[src/logic/mbist_settings.svh]
`ifndef MBIST_SETTINGS_SVH
`define MBIST_SETTINGS_SVH

// ------------------------------
// microcode store
// ------------------------------
`define MBIST_INST_NUM    16
`define MBIST_PTR_W       4
`define MBIST_INST_W      19

// ------------------------------
// address space with range bottom at 0
// ------------------------------
`define MBIST_ADDR_X_W    2
`define MBIST_ADDR_Y_W    2
`define MBIST_ADDR_X_MAX  3
`define MBIST_ADDR_Y_MAX  3

// ------------------------------
// repeat counter and background
// ------------------------------
`define MBIST_RC_W        4
`define MBIST_RC_MAX      15
`define MBIST_DATA_W      2

`endif

[src/logic/mbist_pkg.sv]
`default_nettype none

`include "mbist_settings.svh"

package mbist_pkg;

    // memory operation presented each cycle
    typedef enum logic [1:0] {
        NOP   = 2'd0,
        WRITE = 2'd1,
        READ  = 2'd2,
        RMW   = 2'd3
    } op_cmd_t;

    // background pattern type
    typedef enum logic [1:0] {
        BG_SOLID      = 2'd0,
        BG_CHECKER    = 2'd1,
        BG_COL_STRIPE = 2'd2,
        BG_ROW_STRIPE = 2'd3
    } bg_type_t;

    // per-axis address command where CHG steps on the other axis' end
    typedef enum logic [1:0] {
        KEEP = 2'd0,
        INC  = 2'd1,
        DEC  = 2'd2,
        CHG  = 2'd3
    } addr_cmd_t;

    // instruction fields from msb down to op at bit 0
    typedef struct packed {
        logic [`MBIST_PTR_W-1:0] jump_target;
        logic                    loop_en;
        logic                    wait_rc_end;
        logic                    wait_y_end;
        logic                    wait_x_end;
        logic                    rc_step;
        logic                    hold_last;
        addr_cmd_t               y_cmd;
        addr_cmd_t               x_cmd;
        logic                    bg_inv;
        bg_type_t                bg_type;
        op_cmd_t                 op;
    } inst_fields_t;

    // shift chain sees raw bits and decoders see fields
    typedef union packed {
        logic [`MBIST_INST_W-1:0] raw;
        inst_fields_t             fields;
    } inst_word_u;

endpackage

`default_nettype wire

[src/logic/microcode_store.sv]
`default_nettype none
`timescale 1ns/10ps

`include "mbist_settings.svh"

module microcode_store
    import mbist_pkg::*;
(
    input  wire logic                    clk,
    input  wire logic                    rstn,
    input  wire logic                    i_shift_en,
    input  wire logic                    i_shift_in,
    input  wire logic                    i_busy,
    input  wire logic [`MBIST_PTR_W-1:0] i_ptr,
    output inst_word_u                   o_inst
);

    localparam int W = `MBIST_INST_W;

    inst_word_u words [`MBIST_INST_NUM];

    // ------------------------------
    // serial load chain
    // ------------------------------
    // one long chain where word k msb feeds word k+1 bit 0
    always_ff @(posedge clk or negedge rstn) begin
        if (!rstn) begin
            for (int i = 0; i < `MBIST_INST_NUM; i++) begin
                words[i].raw <= '0;
            end
        end else if (i_shift_en && !i_busy) begin
            words[0].raw <= {words[0].raw[W-2:0], i_shift_in};
            for (int i = 1; i < `MBIST_INST_NUM; i++) begin
                words[i].raw <= {words[i].raw[W-2:0], words[i-1].raw[W-1]};
            end
        end
    end

    // ------------------------------
    // current word
    // ------------------------------
    // outside a run an all-zero word is shown, which decodes as NOP
    always_comb begin
        o_inst.raw = i_busy ? words[i_ptr].raw : '0;
    end

    // loading must only happen between runs
    a_no_shift_in_run: assert property (
        @(posedge clk) disable iff (!rstn)
        i_shift_en |-> !i_busy
    ) else $error("microcode shift requested during a run");

endmodule

`default_nettype wire

[src/logic/inst_sequencer.sv]
`default_nettype none
`timescale 1ns/10ps

`include "mbist_settings.svh"

module inst_sequencer
    import mbist_pkg::*;
(
    input  wire logic                    clk,
    input  wire logic                    rstn,
    input  wire logic                    i_run_req,
    input  wire inst_word_u              i_inst,
    input  wire logic                    i_x_end,
    input  wire logic                    i_y_end,
    output logic                         o_run_ack,
    output logic [`MBIST_PTR_W-1:0]      o_ptr,
    output logic                         o_running,
    output logic                         o_start,
    output logic                         o_cond_met
);

    typedef enum logic [1:0] {
        S_IDLE = 2'd0,
        S_RUN  = 2'd1,
        S_DONE = 2'd2
    } seq_state_t;

    localparam logic [`MBIST_RC_W-1:0] RC_MAX = `MBIST_RC_MAX;

    seq_state_t                  state;
    logic [`MBIST_RC_W-1:0]      rc;
    logic [`MBIST_INST_NUM-1:0]  loop_flags;
    logic                        rc_end;
    logic                        take_jump;
    inst_fields_t                f;

    assign f = i_inst.fields;

    // ------------------------------
    // next-instruction condition
    // ------------------------------
    assign rc_end     = (rc == RC_MAX);
    assign o_cond_met = (!f.wait_x_end  || i_x_end) &&
                        (!f.wait_y_end  || i_y_end) &&
                        (!f.wait_rc_end || rc_end);

    // each looping slot jumps back once until the pointer moves past it
    assign take_jump = o_cond_met && f.loop_en && !loop_flags[o_ptr];

    assign o_running = (state == S_RUN);
    assign o_start   = (state == S_IDLE) && i_run_req;
    assign o_run_ack = (state == S_DONE);

    // ------------------------------
    // handshake, pointer, loop flags
    // ------------------------------
    always_ff @(posedge clk or negedge rstn) begin
        if (!rstn) begin
            state      <= S_IDLE;
            o_ptr      <= '0;
            rc         <= '0;
            loop_flags <= '0;
        end else begin
            case (state)
                S_IDLE: begin
                    if (i_run_req) begin
                        state      <= S_RUN;
                        o_ptr      <= '0;
                        rc         <= '0;
                        loop_flags <= '0;
                    end
                end
                S_RUN: begin
                    if (f.op == NOP) begin
                        state <= S_DONE;
                    end else begin
                        if (f.rc_step) begin
                            rc <= rc + 1'b1;
                        end
                        // slots already passed get their flag back
                        for (int i = 0; i < `MBIST_INST_NUM; i++) begin
                            if (i < o_ptr) begin
                                loop_flags[i] <= 1'b0;
                            end
                        end
                        if (take_jump) begin
                            o_ptr             <= f.jump_target;
                            loop_flags[o_ptr] <= 1'b1;
                        end else if (o_cond_met) begin
                            o_ptr <= o_ptr + 1'b1;
                        end
                    end
                end
                S_DONE: begin
                    if (!i_run_req) begin
                        state <= S_IDLE;
                    end
                end
                default: state <= S_IDLE;
            endcase
        end
    end

    // the environment holds req until ack has been seen
    a_ack_needs_req: assert property (
        @(posedge clk) disable iff (!rstn)
        $rose(o_run_ack) |-> i_run_req
    ) else $error("run ack raised while req is low");

endmodule

`default_nettype wire

[src/logic/addr_gen.sv]
`default_nettype none
`timescale 1ns/10ps

`include "mbist_settings.svh"

module addr_gen
    import mbist_pkg::*;
(
    input  wire logic                       clk,
    input  wire logic                       rstn,
    input  wire logic                       i_start,
    input  wire logic                       i_step,
    input  wire logic                       i_cond_met,
    input  wire inst_word_u                 i_inst,
    output logic [`MBIST_ADDR_X_W-1:0]      o_addr_x,
    output logic [`MBIST_ADDR_Y_W-1:0]      o_addr_y,
    output logic                            o_x_end,
    output logic                            o_y_end
);

    localparam logic [`MBIST_ADDR_X_W-1:0] X_MAX = `MBIST_ADDR_X_MAX;
    localparam logic [`MBIST_ADDR_Y_W-1:0] Y_MAX = `MBIST_ADDR_Y_MAX;

    addr_cmd_t                    x_dir;
    addr_cmd_t                    y_dir;
    logic                         x_go;
    logic                         y_go;
    logic                         hold;
    logic [`MBIST_ADDR_X_W-1:0]   x_next;
    logic [`MBIST_ADDR_Y_W-1:0]   y_next;

    // a ripple axis borrows the other axis' direction
    function automatic addr_cmd_t axis_dir(input addr_cmd_t cmd, input addr_cmd_t other);
        addr_cmd_t dir;
        dir = cmd;
        if (cmd == CHG) begin
            dir = (other == INC || other == DEC) ? other : KEEP;
        end
        return dir;
    endfunction

    assign x_dir = axis_dir(i_inst.fields.x_cmd, i_inst.fields.y_cmd);
    assign y_dir = axis_dir(i_inst.fields.y_cmd, i_inst.fields.x_cmd);

    // ------------------------------
    // end flags
    // ------------------------------
    assign o_x_end = (x_dir == INC && o_addr_x == X_MAX) || (x_dir == DEC && o_addr_x == '0);
    assign o_y_end = (y_dir == INC && o_addr_y == Y_MAX) || (y_dir == DEC && o_addr_y == '0);

    // last address is kept when the instruction finishes
    assign hold = i_inst.fields.hold_last && i_cond_met;
    assign x_go = !hold && (i_inst.fields.x_cmd != CHG || o_y_end);
    assign y_go = !hold && (i_inst.fields.y_cmd != CHG || o_x_end);

    always_comb begin
        x_next = o_addr_x;
        if (x_go && x_dir == INC) begin
            x_next = o_addr_x + 1'b1;
        end else if (x_go && x_dir == DEC) begin
            x_next = o_addr_x - 1'b1;
        end
    end

    always_comb begin
        y_next = o_addr_y;
        if (y_go && y_dir == INC) begin
            y_next = o_addr_y + 1'b1;
        end else if (y_go && y_dir == DEC) begin
            y_next = o_addr_y - 1'b1;
        end
    end

    // ------------------------------
    // address registers
    // ------------------------------
    always_ff @(posedge clk or negedge rstn) begin
        if (!rstn) begin
            o_addr_x <= '0;
            o_addr_y <= '0;
        end else if (i_start) begin
            o_addr_x <= '0;
            o_addr_y <= '0;
        end else if (i_step) begin
            o_addr_x <= x_next;
            o_addr_y <= y_next;
        end
    end

endmodule

`default_nettype wire

[src/logic/data_gen.sv]
`default_nettype none
`timescale 1ns/10ps

`include "mbist_settings.svh"

module data_gen
    import mbist_pkg::*;
(
    input  wire logic                       clk,
    input  wire logic                       rstn,
    input  wire logic                       i_start,
    input  wire logic                       i_step,
    input  wire inst_word_u                 i_inst,
    input  wire logic [`MBIST_ADDR_X_W-1:0] i_addr_x,
    input  wire logic [`MBIST_ADDR_Y_W-1:0] i_addr_y,
    output logic [`MBIST_DATA_W-1:0]        o_data
);

    logic                        flip;
    logic [`MBIST_DATA_W-1:0]    data_next;

    // pattern decides when the background toggles
    always_comb begin
        case (i_inst.fields.bg_type)
            BG_CHECKER:    flip = i_addr_x[0] ^ i_addr_y[0];
            BG_COL_STRIPE: flip = i_addr_y[0];
            BG_ROW_STRIPE: flip = i_addr_x[0];
            default:       flip = 1'b0;
        endcase
    end

    assign data_next = (flip ^ i_inst.fields.bg_inv) ? ~o_data : o_data;

    always_ff @(posedge clk or negedge rstn) begin
        if (!rstn) begin
            o_data <= '0;
        end else if (i_start) begin
            o_data <= '0;
        end else if (i_step) begin
            o_data <= data_next;
        end
    end

endmodule

`default_nettype wire

[src/logic/mbist_top.sv]
`default_nettype none
`timescale 1ns/10ps

`include "mbist_settings.svh"

module mbist_top
    import mbist_pkg::*;
(
    input  wire logic                       clk,
    input  wire logic                       rstn,
    input  wire logic                       i_shift_en,
    input  wire logic                       i_shift_in,
    input  wire logic                       i_run_req,
    output logic                            o_run_ack,
    output op_cmd_t                         o_op,
    output logic [`MBIST_ADDR_X_W-1:0]      o_addr_x,
    output logic [`MBIST_ADDR_Y_W-1:0]      o_addr_y,
    output logic [`MBIST_DATA_W-1:0]        o_data
);

    inst_word_u                  cur_inst;
    logic [`MBIST_PTR_W-1:0]     ptr;
    logic                        running;
    logic                        start;
    logic                        cond_met;
    logic                        x_end;
    logic                        y_end;

    // store shows NOP outside a run, so op is taken straight from it
    assign o_op = cur_inst.fields.op;

    microcode_store u_store (
        .clk        (clk),
        .rstn       (rstn),
        .i_shift_en (i_shift_en),
        .i_shift_in (i_shift_in),
        .i_busy     (running),
        .i_ptr      (ptr),
        .o_inst     (cur_inst)
    );

    inst_sequencer u_seq (
        .clk        (clk),
        .rstn       (rstn),
        .i_run_req  (i_run_req),
        .i_inst     (cur_inst),
        .i_x_end    (x_end),
        .i_y_end    (y_end),
        .o_run_ack  (o_run_ack),
        .o_ptr      (ptr),
        .o_running  (running),
        .o_start    (start),
        .o_cond_met (cond_met)
    );

    addr_gen u_addr (
        .clk        (clk),
        .rstn       (rstn),
        .i_start    (start),
        .i_step     (running),
        .i_cond_met (cond_met),
        .i_inst     (cur_inst),
        .o_addr_x   (o_addr_x),
        .o_addr_y   (o_addr_y),
        .o_x_end    (x_end),
        .o_y_end    (y_end)
    );

    data_gen u_data (
        .clk        (clk),
        .rstn       (rstn),
        .i_start    (start),
        .i_step     (running),
        .i_inst     (cur_inst),
        .i_addr_x   (o_addr_x),
        .i_addr_y   (o_addr_y),
        .o_data     (o_data)
    );

endmodule

`default_nettype wire

[config.mk]
export PLATFORM = sky130hd
export DESIGN_NAME = mbist_top
export DESIGN_NICKNAME = d
export VERILOG_FILES = /design/src/logic/mbist_pkg.sv /design/src/logic/microcode_store.sv /design/src/logic/inst_sequencer.sv /design/src/logic/addr_gen.sv /design/src/logic/data_gen.sv /design/src/logic/mbist_top.sv
export VERILOG_INCLUDE_DIRS = /design/src /design/src/logic
export SDC_FILE = /design/constraint.sdc
export NUM_CORES = 1
export LEC_CHECK = 0
export BUFFER_PORTS_ARGS = -buffer_cell sky130_fd_sc_hd__clkbuf_2
export CAP_MARGIN = 20
export CORE_MARGIN = 4
export CORE_UTILIZATION = 55
export CTS_CLUSTER_SIZE = 20
export DETAILED_ROUTE_END_ITERATION = 8
export PLACE_DENSITY = 0.71
export SLEW_MARGIN = 15
export SYNTH_ARGS = -nofsm -noshare
export SYNTH_HDL_FRONTEND = slang
export SYNTH_HIERARCHICAL = 1
export SYNTH_SLANG_ARGS = --single-unit
[constraint.sdc]
create_clock -name clk -period 11 [get_ports clk]
set_input_delay 0.55 -clock clk [delete_from_list [all_inputs] [get_ports clk]]
set_output_delay 0.55 -clock clk [all_outputs]
set_load 0.005 [all_outputs]
Word-level counts from Yosys, hierarchy flattened
Cells that the tools add are included.
{"block": "word_totals", "regBits": 336, "latchBits": 0, "mem_bits_rw": 0, "romBits": 0, "input_bits": 5, "out_inout_bits": 9, "elab_cells": 215, "mem_count": 0}
{"block": "op_classes", "n_addsub": 6, "multipliers": 0, "div_mod_pow": 0, "n_lt_le_gt_ge": 18, "n_eq_ne": 27, "shift": 0, "n_mux": 85, "bitwise": 5, "n_reduce_logical": 50}
{"operator": "$bmux 19 s4", "count": 1}
{"operator": "$mux 19", "count": 3}
{"operator": "$mux 16", "count": 3}
{"operator": "$mux 1", "count": 47}
{"operator": "$mux 2", "count": 18}
{"operator": "$pmux 16 s2", "count": 1}
{"operator": "$lt 4x4->1 const A", "count": 7}
{"operator": "$mux 4", "count": 6}
{"operator": "$eq 2x2->1 const B", "count": 11}
{"operator": "$logic_and 1x1->1", "count": 18}
{"operator": "$lt 3x4->1 const A", "count": 4}
{"operator": "$or 16x16->16", "count": 1}
{"operator": "$pmux 4 s2", "count": 2}
{"operator": "$eq 2x1->1 const B", "count": 6}
{"operator": "$ne 2x2->1 const B", "count": 6}
{"operator": "$reduce_and 4->1", "count": 3}
{"operator": "$logic_or 1x1->1", "count": 9}
{"operator": "$add 4x1->4 const B", "count": 2}
{"operator": "$logic_not 2->1", "count": 4}
{"operator": "$lt 1x4->1 const A", "count": 2}
{"operator": "$lt 2x4->1 const A", "count": 2}
{"operator": "$logic_not 1->1", "count": 6}
{"operator": "$pmux 2 s3", "count": 1}
{"operator": "$reduce_and 2->1", "count": 3}
{"operator": "other kinds (17)", "count": 25}

Longest topological paths before layout
{"block": "logic_depth", "ltp_word": 23, "mapped_depth": 19, "depth_no_buf": 16}

Hierarchy
The synthesis kept the hierarchy.
{"module": "microcode_store", "instances": 1, "cells_per_inst": 948, "area_each_um2": 14013.4, "seq_area_each_um2": 7607.3}
{"module": "inst_sequencer", "instances": 1, "cells_per_inst": 178, "area_each_um2": 1614.0, "seq_area_each_um2": 650.6}
{"module": "addr_gen", "instances": 1, "cells_per_inst": 46, "area_each_um2": 377.9, "seq_area_each_um2": 100.1}
{"module": "data_gen", "instances": 1, "cells_per_inst": 29, "area_each_um2": 240.2, "seq_area_each_um2": 50.0}

Least setup slack after synthesis
OpenSTA, ideal clock, no wires.
{"block": "synth_path", "path_kind": "flip-flop to flip-flop", "startpoint": "register u_seq.o_ptr[0]", "endpoint": "register u_seq.o_ptr[2]", "setup_time_ns": 0.126, "arrival_ns": 3.781, "required_ns": 10.874, "path_slack_ns": 7.093, "stages_incl_launch_ff": 16, "n_path_buf": 3, "synth_period_minus_slack_ns": 3.907, "path_cell_list": "dfrtp_1 buf_6 buf_12 mux4_1 nand2b_1 nand3_1 nand2_1 clkbuf_1 nand2b_1 a21boi_0 a32o_1 inv_1 a222oi_1 nor4b_4 a221oi_1 a221o_1"}
{"element": "start, declared", "line": "inst_sequencer.sv:16", "source": "output logic [`MBIST_PTR_W-1:0] o_ptr,"}
{"element": "start signal, assigned", "line": "inst_sequencer.sv:87", "source": "o_ptr <= f.jump_target;"}
{"element": "start signal, assigned", "line": "inst_sequencer.sv:90", "source": "o_ptr <= o_ptr + 1'b1;"}

==> results.json <==
{
  "nNetsFinal": 1198,
  "fin_crit_sh_pct": 46.3,
  "fin_crit_ns": 5.10,
  "synth_mux_area_share_pct": 31.7,
  "tightest_slew_ns": 1.15,
  "cts_resized": 0,
  "critPathMaxFanout": 109,
  "overflow": 0,
  "synth_cell_types": 72,
  "synth_cells": 1201,
  "start_kind": "flop",
  "p_per_area_nw_per_um2": 189,
  "worstSetupEndpointType": "flop",
  "grt_max_degree": 204,
  "multiInputGateArea_sq_um": 7220,
  "routed_wl_um": 33800,
  "diodes": 0,
  "design.core.area_sq_um": 28900,
  "htreeDepth": 2,
  "relSlewSlack_pct": 23.5,
  "drc_errors": 0,
  "synth.most_common_cell": "dfrtp_1",
  "drive_above_1_share_pct": 34.3,
  "required_ns": 11.40,
  "syn_area_per_cell_sq_um": 13.5,
  "leakage_nw": 8.14,
  "status": "completed",
  "clock_latency_ns": 0.52,
  "yosysWarnings": 6,
  "dieArea_sq_um": 32400,
  "min_path_type": "input pin to async pin",
  "io_pins": 14,
  "synth_compound_area_share_pct": 6.06,
  "ctsHoldBuffers": 0,
  "die_h_um": 180,
  "cts_setup_buffers": 0,
  "synth-main-ff-cell": "dfrtp_1",
  "placementRows": 62,
  "worstPathArrival_ns": 5.50,
  "max_freq_mhz": 196,
  "gp_congestion": 0.863,
  "ys_seq_elements": 336,
  "synth_top_cell_area_share_pct": 51.8,
  "cts_tree": "built",
  "hold_viol_final": 0,
  "hpwlAfterDp_um": 21300,
  "finalMaxSlewViolations": 0,
  "cts-root-buf": "clkbuf_16",
  "drt_iter0_markers": 794,
  "regArea_sq_um": 8410,
  "drv_cap": 0,
  "fillers": 2209,
  "placement.io_buffers": 13,
  "tns_ns": 0,
  "initial_utilization_pct": 56.1,
  "async_flop_share_pct": 100,
  "die_width_um": 180,
  "grt_pass1_wl_um": 55600,
  "yosys-top-cells-area": "dfrtp_1 (52%), mux2_2 (21%), mux2i_1 (7.1%)",
  "critPathKind": "flop to flop",
  "drtAntennaViolNets": 0,
  "drtPass1Iterations": 4,
  "cts_buffer_depth": 3,
  "cts.sinks": 336,
  "synthSimpleGateAreaFrac_pct": 5.92,
  "synth_top_family_by_area": "multiplexers",
  "synthAdderAreaFrac_pct": 0.385,
  "antenna_found_initial": 4,
  "first_global_vias": 9872,
  "synth_top_cell_by_area": "dfrtp_1",
  "syn_to_final_growth_pct": 8.40,
  "finalClockSkew_ns": 0.0182,
  "synth_edf_count": 0,
  "peakVddDrop_mv": 0.108,
  "synth-xor-area-share_pct": 0.323,
  "netlist_top_cells_count": "dfrtp_1 (336), mux2_2 (305), mux2i_1 (115)",
  "finalSetupViolCount": 0,
  "syn_area_sq_um": 16200,
  "syn-num-nets": 1211,
  "cts_made_buffers": 37,
  "instances_no_fill": 1601,
  "synth-seq-area-share_pct": 51.8,
  "track_usage_pct": 20.9,
  "grt_setup_unrepaired": "no",
  "clkSlewWorstSetupHoldPaths_ns": 0.06,
  "vias": 9856,
  "routedWlPerCell_um": 21.1,
  "dp_cells": 1532,
  "viasPerCell": 6.16
}
## kinds of logic (layout without fill, tap and decap cells)
kind of cell	Yosys count	in the layout
AO/OA/AOI/OAI	136	136
flip-flops	336	336
buffers and inverters	99	115
multiplexers	443	443
adder cells (fa/ha/maj)	5	5
AND/OR/NAND/NOR	176	176
XOR/XNOR	6	6
## metal layers
layer  part of all wire, %  routed length (um)  GRT usage (%)  vias up
met2                    45               15100           30.6      219
met1                    48               16300           32.1     5121
met3                   4.7                1570           3.76       58
li1                      -                   -              -     4456
met5                 0.021                   7              0        -
met4                   2.4                 826           6.00        2
## final timing paths
check                                                start                                to  slack, ns  cells after the start
max reg2reg                     u_seq/o_ptr[0]$_DFFE_PN0P_  u_seq/loop_flags[12]$_DFFE_PN0P_       5.90                     15
min reg2reg                u_seq/loop_flags[3]$_DFFE_PN0P_   u_seq/loop_flags[3]$_DFFE_PN0P_       0.49                      1
max                             u_seq/o_ptr[0]$_DFFE_PN0P_  u_seq/loop_flags[12]$_DFFE_PN0P_       5.90                     15
max in group asynchronous                             rstn    u_store/words[254]$_DFFE_PN0P_       8.53                      3
min                                                   rstn    u_store/words[130]$_DFFE_PN0P_       0.15                      1
min in group clk                                i_shift_in    u_store/words[285]$_DFFE_PN0P_       0.27                      2
## cell type report
| class | count | share of cell area (%) |
|---|---|---|
| clock inverter | 12 | 0.547 |
| timing repair buffer | 30 | 1.29 |
| clock buffer | 56 | 6.30 |
| inverter | 17 | 0.362 |
| multi-input combinational | 766 | 41.0 |
| tap | 384 | 2.73 |
| sequential | 336 | 47.8 |
## where the power goes
group          switching [mW]  internal [mW]  leakage, nW
Sequential             0.0700           1.30         4.64
Clock                   0.485          0.723        0.589
Combinational           0.427          0.317         2.91
Total                   0.982           2.34         8.14
## state kept, by name (all words and copies together) (netlist names)
register,flops
u_store/words,304
u_seq/loop_flags,16
u_seq/o_ptr,4
u_seq/rc,4
u_addr/o_addr_x,2
u_addr/o_addr_y,2
u_data/o_data,2
u_seq/state,2
## per-stage QoR
step	hold slack, ns	util, %	power (mW)	instance area [sq um]	setup slack [ns]
2_1_floorplan	0.254	-	1.96	16200	7.09
6_report	0.154	60.9	3.32	17600	5.90
3_5_place_dp	0.483	56.7	2.12	16400	6.07
4_1_cts	0.199	60.8	3.34	17600	6.04
5_1_grt	0.237	60.9	3.47	17600	5.46
3_3_place_gp	0.469	56.7	2.11	16400	6.21
## critical path, cell delays in order (launching register included)
cell,delay [ns]
dfrtp_4,0.85
buf_12,0.58
mux2i_1,0.19
a22oi_1,0.26
nand3_1,0.11
a21oi_1,0.37
inv_1,0.10
o21ai_0,0.17
nor4b_1,0.26
a41o_1,0.13
inv_1,0.04
a222oi_1,0.32
buf_4,0.21
nor4b_4,0.44
nand2_1,0.39
o41ai_1,0.34
## placed cells by master, fill, tap and decap left out, drive strengths merged, types with 5 or more instances in the layout
master / Yosys / layout
clkbuf: 16 / 68
nor3: 7 / 7
mux2i: 115 / 115
a32o: 5 / 5
nand3: 52 / 52
a22oi: 55 / 55
nand2b: 25 / 25
mux2: 306 / 306
a21oi: 14 / 14
mux4: 22 / 22
clkinv: 0 / 7
and2: 5 / 5
a211oi: 5 / 5
ha: 5 / 5
inv: 17 / 18
nor2b: 10 / 10
o21ai: 24 / 24
dfrtp: 336 / 336
buf: 66 / 18
nor2: 14 / 14
nand2: 36 / 36
Power figures use the tool's default switching activity.
